`src/common/sram_settings.svh`:
```
`ifndef SRAM_SETTINGS_SVH
`define SRAM_SETTINGS_SVH

// external chip geometry
`define SRAM_ADDR_BITS 18
`define SRAM_DATA_BITS 16

// clocks a write command keeps ce_n low
// we_n is asserted in all of them but the last
`define SRAM_WRITE_CYCLES 2

// clocks a read command keeps ce_n low
// oe_n is asserted in all of them but the last
`define SRAM_READ_CYCLES 2

`endif

```
`src/common/sram_req_pkg.sv`:
```
`include "sram_settings.svh"

// user side of the controller
package sram_req_pkg;

  // one single-word request from the user
  // the data field only matters for writes
  typedef struct packed {
    logic                       write;
    logic [`SRAM_ADDR_BITS-1:0] addr;
    logic [`SRAM_DATA_BITS-1:0] data;
  } sram_req_t;

  // one read result
  // tagged with the address it was read from
  typedef struct packed {
    logic [`SRAM_ADDR_BITS-1:0] addr;
    logic [`SRAM_DATA_BITS-1:0] data;
  } sram_rsp_t;

endpackage

```
`src/common/sram_pin_pkg.sv`:
```
`include "sram_settings.svh"

// pin side of the controller
package sram_pin_pkg;

  // pin levels requested for the next clock
  // strobes are active low, data_en drives the bus
  typedef struct packed {
    logic                       ce_n;
    logic                       we_n;
    logic                       oe_n;
    logic                       data_en;
    logic [`SRAM_ADDR_BITS-1:0] addr;
    logic [`SRAM_DATA_BITS-1:0] data;
  } sram_pin_cmd_t;

  // chip deselected and bus released
  localparam sram_pin_cmd_t cmd_idle = '{
    ce_n:    1'b1,
    we_n:    1'b1,
    oe_n:    1'b1,
    data_en: 1'b0,
    addr:    '0,
    data:    '0
  };

endpackage

```
`src/design/sram_req_holder.sv`:
```
`timescale 1ns/1ps

// one-deep holding register in front of the sequencer
module sram_req_holder (
  input  logic                    clk,
  input  logic                    reset,
  input  logic                    req_valid,
  input  sram_req_pkg::sram_req_t req,
  input  logic                    take,
  input  logic                    seq_idle,
  output logic                    hold_valid,
  output sram_req_pkg::sram_req_t hold_req,
  output logic                    busy
);

  // occupancy
  // a new strobe wins over take, so a request strobed in the
  // same cycle the old entry leaves is still kept
  always_ff @(posedge clk) begin
    if (reset) begin
      hold_valid <= 1'b0;
    end else if (req_valid) begin
      hold_valid <= 1'b1;
    end else if (take) begin
      hold_valid <= 1'b0;
    end
  end

  // stored request
  always_ff @(posedge clk) begin
    if (req_valid) begin
      hold_req <= req;
    end
  end

  // entry waits behind a running access
  // an idle sequencer drains it on the next clock
  assign busy = hold_valid && !seq_idle;

endmodule

```
`src/sram_ctrl/sram_ctrl_fsm.sv`:
```
`timescale 1ns/1ps
`include "sram_settings.svh"

// access sequencer, one word per access
module sram_ctrl_fsm (
  input  logic                        clk,
  input  logic                        reset,
  input  logic                        hold_valid,
  input  sram_req_pkg::sram_req_t     hold_req,
  output logic                        take,
  output logic                        seq_idle,
  output sram_pin_pkg::sram_pin_cmd_t cmd,
  input  logic [`SRAM_DATA_BITS-1:0]  pad_rd_data,
  input  logic                        pad_rd_valid,
  output logic                        rsp_valid,
  output sram_req_pkg::sram_rsp_t     rsp
);

  // counter sized for the longer of the two accesses
  localparam int cnt_max = (`SRAM_WRITE_CYCLES > `SRAM_READ_CYCLES) ?
                           `SRAM_WRITE_CYCLES : `SRAM_READ_CYCLES;
  localparam int cnt_bits = $clog2(cnt_max + 1);

  typedef enum logic [1:0] {
    st_idle,
    st_write,
    st_read,
    st_recover
  } state_t;

  state_t                     state;
  logic [cnt_bits-1:0]        cnt;
  logic                       last;
  sram_req_pkg::sram_req_t    acc;
  logic [`SRAM_ADDR_BITS-1:0] rd_addr;

  assign seq_idle = (state == st_idle);

  // an access starts the clock after take
  assign take = seq_idle && hold_valid;

  // final clock of the running access
  always_comb begin
    if (state == st_write) begin
      last = (cnt == cnt_bits'(`SRAM_WRITE_CYCLES - 1));
    end else begin
      last = (cnt == cnt_bits'(`SRAM_READ_CYCLES - 1));
    end
  end

  always_ff @(posedge clk) begin
    if (reset) begin
      state <= st_idle;
      cnt   <= '0;
    end else begin
      case (state)
        st_idle: begin
          cnt <= '0;
          if (hold_valid) begin
            state <= hold_req.write ? st_write : st_read;
          end
        end
        st_write, st_read: begin
          if (last) begin
            state <= st_recover;
            cnt   <= '0;
          end else begin
            cnt <= cnt + cnt_bits'(1);
          end
        end
        // one clock with every pin inactive
        default: state <= st_idle;
      endcase
    end
  end

  // current access and the address of the read in flight
  always_ff @(posedge clk) begin
    if (take) begin
      acc <= hold_req;
      if (!hold_req.write) begin
        rd_addr <= hold_req.addr;
      end
    end
  end

  // pin command
  // ce_n spans the whole access while we_n/oe_n drop one clock early,
  // so the half-clock shift in the pad keeps them inside the ce_n window
  always_comb begin
    cmd = sram_pin_pkg::cmd_idle;
    if (state == st_write || state == st_read) begin
      cmd.ce_n = 1'b0;
      cmd.addr = acc.addr;
    end
    if (state == st_write) begin
      cmd.we_n    = last;
      cmd.data_en = 1'b1;
      cmd.data    = acc.data;
    end
    if (state == st_read) begin
      cmd.oe_n = last;
    end
  end

  // response pulse, one clock after the pad flags its capture
  always_ff @(posedge clk) begin
    if (reset) begin
      rsp_valid <= 1'b0;
    end else begin
      rsp_valid <= pad_rd_valid;
    end
  end

  always_ff @(posedge clk) begin
    if (pad_rd_valid) begin
      rsp.addr <= rd_addr;
      rsp.data <= pad_rd_data;
    end
  end

endmodule

```
`src/sram_ctrl/sram_io_pad.sv`:
```
`timescale 1ns/1ps
`include "sram_settings.svh"

// pin registers for the external chip
// plain RTL model of the registered and DDR pad cells
module sram_io_pad (
  input  logic                        clk,
  input  sram_pin_pkg::sram_pin_cmd_t cmd,
  output logic [`SRAM_DATA_BITS-1:0]  pad_rd_data,
  output logic                        pad_rd_valid,
  output logic [`SRAM_ADDR_BITS-1:0]  sram_addr,
  output logic                        sram_ce_n,
  output logic                        sram_we_n,
  output logic                        sram_oe_n,
  output logic [`SRAM_DATA_BITS-1:0]  sram_data_out,
  output logic                        sram_data_oe,
  input  logic [`SRAM_DATA_BITS-1:0]  sram_data_in
);

  logic we_n_pos;
  logic oe_n_pos;
  logic oe_act_p1;
  logic oe_act_p2;

  // posedge output registers
  // all of them settle inactive while the sequencer sits in reset
  always_ff @(posedge clk) begin
    sram_addr     <= cmd.addr;
    sram_ce_n     <= cmd.ce_n;
    sram_data_out <= cmd.data;
    sram_data_oe  <= cmd.data_en;
    we_n_pos      <= cmd.we_n;
    oe_n_pos      <= cmd.oe_n;
  end

  // falling edge stage of the DDR pair
  // strobes move half a clock behind ce_n and the address
  always_ff @(negedge clk) begin
    sram_we_n <= we_n_pos;
    sram_oe_n <= oe_n_pos;
  end

  // read capture on the falling edge while oe_n is still low
  // the last capture lands in the final clock of the oe_n window
  always_ff @(negedge clk) begin
    if (!sram_oe_n) begin
      pad_rd_data <= sram_data_in;
    end
  end

  // output enable pipeline
  assign oe_act_p1 = !oe_n_pos;

  always_ff @(posedge clk) begin
    oe_act_p2 <= oe_act_p1;
  end

  // high for the one clock in which the oe_n pin releases mid-cycle
  assign pad_rd_valid = oe_act_p2 && !oe_act_p1;

endmodule

```
`src/design/sram_subsystem.sv`:
```
`timescale 1ns/1ps
`include "sram_settings.svh"

// holder, sequencer and pad in a chain
module sram_subsystem (
  input  logic                       clk,
  input  logic                       reset,
  input  logic                       req_valid,
  input  sram_req_pkg::sram_req_t    req,
  output logic                       busy,
  output logic                       rsp_valid,
  output sram_req_pkg::sram_rsp_t    rsp,
  output logic [`SRAM_ADDR_BITS-1:0] sram_addr,
  output logic                       sram_ce_n,
  output logic                       sram_we_n,
  output logic                       sram_oe_n,
  output logic [`SRAM_DATA_BITS-1:0] sram_data_out,
  output logic                       sram_data_oe,
  input  logic [`SRAM_DATA_BITS-1:0] sram_data_in
);

  logic                        hold_valid;
  sram_req_pkg::sram_req_t     hold_req;
  logic                        take;
  logic                        seq_idle;
  sram_pin_pkg::sram_pin_cmd_t cmd;
  logic [`SRAM_DATA_BITS-1:0]  pad_rd_data;
  logic                        pad_rd_valid;

  sram_req_holder sram_req_holder_i (
    .clk        (clk),
    .reset      (reset),
    .req_valid  (req_valid),
    .req        (req),
    .take       (take),
    .seq_idle   (seq_idle),
    .hold_valid (hold_valid),
    .hold_req   (hold_req),
    .busy       (busy)
  );

  sram_ctrl_fsm sram_ctrl_fsm_i (
    .clk          (clk),
    .reset        (reset),
    .hold_valid   (hold_valid),
    .hold_req     (hold_req),
    .take         (take),
    .seq_idle     (seq_idle),
    .cmd          (cmd),
    .pad_rd_data  (pad_rd_data),
    .pad_rd_valid (pad_rd_valid),
    .rsp_valid    (rsp_valid),
    .rsp          (rsp)
  );

  // bidirectional bus stays split into out, enable and in
  sram_io_pad sram_io_pad_i (
    .clk           (clk),
    .cmd           (cmd),
    .pad_rd_data   (pad_rd_data),
    .pad_rd_valid  (pad_rd_valid),
    .sram_addr     (sram_addr),
    .sram_ce_n     (sram_ce_n),
    .sram_we_n     (sram_we_n),
    .sram_oe_n     (sram_oe_n),
    .sram_data_out (sram_data_out),
    .sram_data_oe  (sram_data_oe),
    .sram_data_in  (sram_data_in)
  );

endmodule

```
`config.mk`:
```
export PLATFORM = sky130hd
export DESIGN_NAME = sram_subsystem
export DESIGN_NICKNAME = d
export VERILOG_FILES = /design/src/common/sram_req_pkg.sv /design/src/common/sram_pin_pkg.sv /design/src/design/sram_req_holder.sv /design/src/sram_ctrl/sram_ctrl_fsm.sv /design/src/sram_ctrl/sram_io_pad.sv /design/src/design/sram_subsystem.sv
export VERILOG_INCLUDE_DIRS = /design/src /design/src/common
export SDC_FILE = /design/constraint.sdc
export NUM_CORES = 1
export LEC_CHECK = 0
export ABC_AREA = 1
export BUFFER_PORTS_ARGS = -buffer_cell sky130_fd_sc_hd__buf_2
export CAP_MARGIN = 10
export CORE_MARGIN = 1.5
export CORE_UTILIZATION = 55
export CTS_BUF_LIST = sky130_fd_sc_hd__clkbuf_4 sky130_fd_sc_hd__clkbuf_8
export DETAILED_ROUTE_END_ITERATION = 12
export PLACE_DENSITY = 0.92
export SYNTH_ARGS = -nofsm -noshare
export SYNTH_HDL_FRONTEND = slang
export SYNTH_SLANG_ARGS = --single-unit
```
`constraint.sdc`:
```
create_clock -name clk -period 2.28 [get_ports clk]
set_input_delay 0.456 -clock clk [delete_from_list [all_inputs] [get_ports clk]]
set_output_delay 0.456 -clock clk [all_outputs]
set_load 0.005 [all_outputs]
```
==> summary.md, run 1 <==
| Metric | Value |
|---|---|
| CP Cell Sequence | `buf_2` |
| GPL Wtd Cong | `about 0.73` |
| Non-Filler Instances | `~620` |
| Max rail drop VDD | `between 0.6 and 0.7 mV` |
| Startpoint types | `register` |
| Top-count cell post-synth | `edfxtp_1` |
| Hold crit path type | `input port to register` |
| Top cells by area, synth | `edfxtp_1 74%, dfxtp_1 17%, inv_1 3.2%` |
| Wire length per cell | `about 13 um` |
| CTS tree | `built` |
| H-Tree Depth | `4` |
| Failing checks | `negative setup slack` |
| Clock slew at reported path FFs | `100 ps` |
| Clock sinks | `184` |
| IO buf count | `around 130` |
| Worst Path Max Fanout | `2` |
| Vias per std cell | `roughly 4.4` |
| Gr usage total | `roughly 17%` |
| Initial antenna violation count | `1` |
| Post-synth EDFFs | `roughly 140` |
| Worst reg2reg path depth | `0` |
| Die width | `~100 um` |
| Num rows | `36` |
| Leakage | `3.055 nW` |
| Drt total wl | `between 8000 and 9000 um` |
| Worst Path Arrival | `around 2000 ps` |
| Syn Nets | `roughly 360` |
| RSZ-0062 raised after global routing | `true` |
| Slowest-stage cell, CP | `dfxtp_2` |
| Post-route ant nets | `0` |
| MaxCap Viol Count | `0` |
| Post-synth cell types | `12` |
| Async SR Flop Fraction | `0%` |
| Most used flip-flop cell after synthesis | `edfxtp_1` |
| Crit-path leading delay family | `flip-flops` |
| Req. time, crit path | `1820 ps` |
| TritonRoute pass-1 iters | `4` |
| Total power | `just over 8 mW` |
| Top cell type's share of synthesized area | `between 70% and 80%` |
| Via Count | `approximately 2,700` |
| CP Capture Type | `primary output` |
| Hold_buf cts | `0` |
| Largest net degree at the start of global routing | `35` |
| Max Slew Vio Count | `0` |
| Number of buffers and inverters on the critical path | `1` |
| First-pass GRT wire length | `13,400 um` |
| Final nets | `roughly 530` |
| Cell Pwr Density | `1188 nW/um2` |
| Final Skew | `25.83 ps` |
| Cells after Synth | `around 300` |
| Fraction of layout cells with a size suffix above 1 | `35.27%` |
| Post-synth top cells | `137 x edfxtp_1, 47 x dfxtp_1, 47 x inv_1, 45 x nand2_1, 10 x nor2_1` |
| Initial core utilization | `between 50 and 60%` |
| Area grow syn2layout | `22.82%` |
| Setup ws final | `-174.9 ps` |
| Vias in the first global route | `2,833` |
| Register area share after synthesis | `slightly above 90%` |
| R2R Setup Slk | `between 400 and 500 ps` |
| Critical path endpoint | `sram_oe_n` |
| I/O Pins | `between 100 and 150` |
| Drt drc | `0` |
| Fin. Hold Viols | `0` |
| WP depth | `1` |
| Worst r2r dst | `sram_ctrl_fsm_i.rsp[12]$_DFFE_PP_` |
| Yosys warning count | `0` |
| Hold WS | `just under 200 ps` |
| Area after DPL | `6406 um2` |
| Later-pin clock latency in the skew report | `450 ps` |
| Finished Cell Area | `around 6900 um2` |
| HPWL after DPL | `slightly below 6000 um` |
| Die Span Y | `~100 um` |
| Dpl cells | `between 500 and 600` |
| Die Area | `around 11,000 um2` |
| Post-CTS Resized | `1` |
| Area leader, netlist | `edfxtp_1` |
| Number of setup violations in the final report | `2` |
| FF-to-FF Start | `sram_io_pad_i.pad_rd_data[12]$_DFFE_NN_` |
| Root Buffer | `clkbuf_8` |
| Mapped Area | `5588 um2` |
| Post-CTS Setup Repair Bufs | `0` |
| Max Root-Sink Buffers | `2` |
| DR iter-0 viols | `85` |
| Kind of critical path | `register to primary output` |
| CTS Buf Count | `17` |
| Slew @ Worst Pin | `about 590 ps` |
| Setup tns final | `-317.2 ps` |
| Syn Area/Cell | `about 18 um2` |
| CP peak stage delay | `between 300 and 400 ps` |
| Max_slew headroom | `about three fifths` |
| Crit path from | `sram_io_pad_i.sram_oe_n$_DFF_N_` |
| Synth Register Bits | `~180` |
| Core Area | `just under 10,000 um2` |
| Worst Min Path Start | `req[6]` |
| Outcome | `finished, violations left` |
| Overflow after GRT | `0` |
[state kept, by name, summed over array words and instances, names as in the netlist]
signal,cells
sram_req_holder_i.hold_req,35
sram_ctrl_fsm_i.rd_addr,18
sram_io_pad_i.sram_data_oe,1
sram_io_pad_i.sram_addr,18
sram_io_pad_i.pad_rd_data,16
sram_io_pad_i.sram_we_n,1
sram_io_pad_i.sram_ce_n,1
sram_ctrl_fsm_i.rsp_valid,1
sram_io_pad_i.we_n_pos,1
sram_io_pad_i.oe_act_p2,1
sram_io_pad_i.oe_n_pos,1
sram_io_pad_i.sram_oe_n,1
sram_req_holder_i.hold_valid,1
sram_ctrl_fsm_i.acc,34
sram_ctrl_fsm_i.cnt,2
sram_ctrl_fsm_i.rsp,34
sram_io_pad_i.sram_data_out,16
sram_ctrl_fsm_i.state,2
[stage by stage]
stage / utilization, % / setup slack, ps
global route: 69.86 / -214.2
global placement: 65.24 / 277.3
detailed placement: 65.24 / 267.8
floorplan: - / 370.2
CTS: 69.86 / -195.0
finish: 69.89 / -174.9
[worst min path at each step]
stage	cells past startpoint	endpoint	slack, ps
after detailed placement	1	sram_io_pad_i.oe_act_p2$_DFF_P_	380
after global routing	1	sram_req_holder_i.hold_req[27]$_DFFE_PP_	150
after global placement	1	sram_io_pad_i.oe_act_p2$_DFF_P_	380
final	1	sram_req_holder_i.hold_req[6]$_DFFE_PP_	200
after CTS	1	sram_req_holder_i.hold_req[3]$_DFFE_PP_	170
after floorplan	1	sram_io_pad_i.oe_act_p2$_DFF_P_	360
[cells in the final DEF, fill, tap and decap left out, types with 6 or more instances in the layout]
| cell | n |
|---|---|
| buf_2 | 127 |
| nor2_1 | 9 |
| nand2_1 | 45 |
| buf_4 | 6 |
| inv_1 | 64 |
| dfxtp_1 | 46 |
| clkbuf_8 | 17 |
| ha_1 | 6 |
| edfxtp_1 | 137 |
[cells by family after synthesis]
group	count (synthesis)	share of synthesized area, %
buffers and inverters	51	3.717
AO/OA/AOI/OAI	5	0.4478
flip-flops	184	90.46
AND/OR/NAND/NOR	58	4.031
adder cells (fa/ha/maj)	6	1.343
[power by group]
group	switching, mW	leakage (nW)	total [mW]	internal, mW
clock network	1.27	0.294	2.15	0.877
registers	0.189	1.67	4.60	4.41
logic	0.908	1.09	1.41	0.499
[layer usage]
layer / vias to the layer above / GRT usage [%] / part of all wire (%)
met2: 115 / 30.52 / 54
met5: - / 0 / 0
met3: 11 / 5.475 / 5.8
li1: 1351 / - / -
met4: 0 / 7.044 / 1.7
met1: 1263 / 17.65 / 39
[layout make-up]
cell class	count	area (um2)
inverters	46	172.7
diodes	1	2.502
flip-flops and latches	184	5056
well taps	133	166.4
repair buffers	133	680.7
clock buffers	18	241.5
clock inverters	32	215.2
multi-input cells	69	327.8
fillers	675	2957
Note: power is estimated with default switching activity, not from simulation.
==> run 2: changes to the inputs <==
- SETUP_SLACK_MARGIN: not set -> 0.3
==> summary.md, run 2 (synthesized netlist as in run 1, its figures left out) <==
| Metric | Value |
|---|---|
| Setup ws final | `-175.0 ps` |
| Worst Path Arrival | `around 2000 ps` |
| Die width | `about 100 um` |
| Number of setup violations in the final report | `2` |
| Clock slew at reported path FFs | `~100 ps` |
| Req. time, crit path | `~1800 ps` |
| Most common cell after layout, fill and taps aside | `edfxtp_1` |
| FILL cells | `slightly below 700` |
| Root Buffer | `clkbuf_8` |
| H-Tree Depth | `4` |
| Top register by number of flip-flops | `sram_req_holder_i.hold_req` |
| Drt total wl | `~8300 um` |
| Clock sinks | `184` |
| Max Slew Vio Count | `0` |
| Post-CTS Setup Repair Bufs | `0` |
| Area after DPL | `roughly 6400 um2` |
| Via Count | `~2,700` |
| CP peak stage delay | `around 310 ps` |
| Crit-path leading delay family | `flip-flops` |
| Initial antenna violation count | `1` |
| CTS Buf Count | `17` |
| Gr usage total | `16.71%` |
| Overflow after GRT | `0` |
| Fin. Hold Viols | `0` |
| Initial core utilization | `56.91%` |
| Num rows | `36` |
| Final Skew | `25.72 ps` |
| Later-pin clock latency in the skew report | `around 450 ps` |
| Core Area | `9819 um2` |
| Leakage | `slightly above 3 nW` |
| RSZ-0062 raised after global routing | `true` |
| Final nets | `529` |
| Kind of critical path | `register to primary output` |
| Max Root-Sink Buffers | `2` |
| Number of buffers and inverters on the critical path | `1` |
| Post-route ant nets | `0` |
| Vias per std cell | `between 4 and 5` |
| Met2 usage | `roughly 30%` |
| Place WS | `267.8 ps` |
| Die Span Y | `approximately 100 um` |
| Met3 GRT Util | `5.475%` |
| Max FFs per register | `35` |
| Hold crit path type | `input port to register` |
| Area grow syn2layout | `22.84%` |
| MaxCap Viol Count | `0` |
| First-pass GRT wire length | `between 10,000 and 15,000 um` |
| Top flop regs | `sram_req_holder_i.hold_req (35), sram_ctrl_fsm_i.acc (34), sram_ctrl_fsm_i.rsp (34)` |
| Most frequent cells in the layout | `137 x edfxtp_1, 127 x buf_2, 64 x inv_1` |
| Wire length per cell | `between 10 and 15 um` |
| Slowest-stage cell, CP | `dfxtp_2` |
| Failing checks | `negative setup slack` |
| Fraction of layout cells with a size suffix above 1 | `a little over a third` |
| GPL Wtd Cong | `around 0.73` |
| Outcome | `finished, violations left` |
| CP Cell Sequence | `buf_2` |
| CP Capture Type | `primary output` |
| TritonRoute pass-1 iters | `6` |
| Total power | `8.155 mW` |
| IO buf count | `approximately 130` |
| Slew @ Worst Pin | `between 500 and 600 ps` |
| Drt drc | `0` |
| DR iter-0 viols | `between 80 and 90` |
| Finished Cell Area | `6864 um2` |
| GR peak layer | `met2` |
| Max rail drop VDD | `0.6875 mV` |
| Routing usage on met1 | `between 10% and 20%` |
| Die Area | `10,770 um2` |
| HPWL after DPL | `5860 um` |
| Worst Path Max Fanout | `2` |
| Startpoint types | `register` |
| I/O Pins | `128` |
| Vias in the first global route | `~2,800` |
| Largest net degree at the start of global routing | `35` |
| CTS tree | `built` |
| Max_slew headroom | `around 60%` |
| Cell Pwr Density | `about 1200 nW/um2` |
[run 2: repair_timing]
item / in CTS / in global routing
gates resized for setup: 1 / 1
hold buffers: 0 / 0
setup endpoints to repair: 2 / 3
[run 2: path summary, 6_finish.rpt]
| path | from | end | slack [ps] | cells after the start |
|---|---|---|---|---|
| setup / recovery | sram_io_pad_i.sram_oe_n$_DFF_N_ | sram_oe_n | -180 | 1 |
| hold / removal | req[6] | sram_req_holder_i.hold_req[6]$_DFFE_PP_ | 200 | 1 |
| setup reg to reg | sram_io_pad_i.pad_rd_data[12]$_DFFE_NN_ | sram_ctrl_fsm_i.rsp[12]$_DFFE_PP_ | 490 | 0 |
| hold reg to reg | sram_io_pad_i.oe_n_pos$_SDFF_PP1_ | sram_io_pad_i.oe_act_p2$_DFF_P_ | 410 | 1 |
[run 2: cell type report]
| cell class | count | area [um2] | area share [%] |
|---|---|---|---|
| repair buffers | 133 | 680.7 | 9.916 |
| flip-flops and latches | 184 | 5057 | 73.68 |
| inverters | 46 | 172.7 | 2.516 |
| well taps | 133 | 166.4 | 2.424 |
| diodes | 1 | 2.502 | 0.03646 |
| multi-input cells | 69 | 327.8 | 4.776 |
| clock buffers | 18 | 241.5 | 3.518 |
| clock inverters | 32 | 215.2 | 3.135 |
[run 2: power by group]
part	total, mW	switching, mW	internal [mW]
clock	2.15	1.27	0.877
combinational	1.41	0.909	0.499
sequential	4.60	0.190	4.41
[run 2: stage by stage]
stage	util, %	TNS, ps	hold slack (ps)	std cells
CTS	69.86	-358.9	170.4	615
global placement	65.24	0	377.0	566
global route	69.88	-393.1	153.4	615
floorplan	-	0	362.8	304
detailed placement	65.24	0	381.8	566
finish	69.90	-316.2	196.5	616
[run 2: routing by layer]
layer	routed length [um]	vias up	part of all wire (%)
li1	-	1352	-
met1	3222	1271	39
met2	4498	110	54
met3	465	11	5.6
met4	145	0	1.7
met5	0	-	0
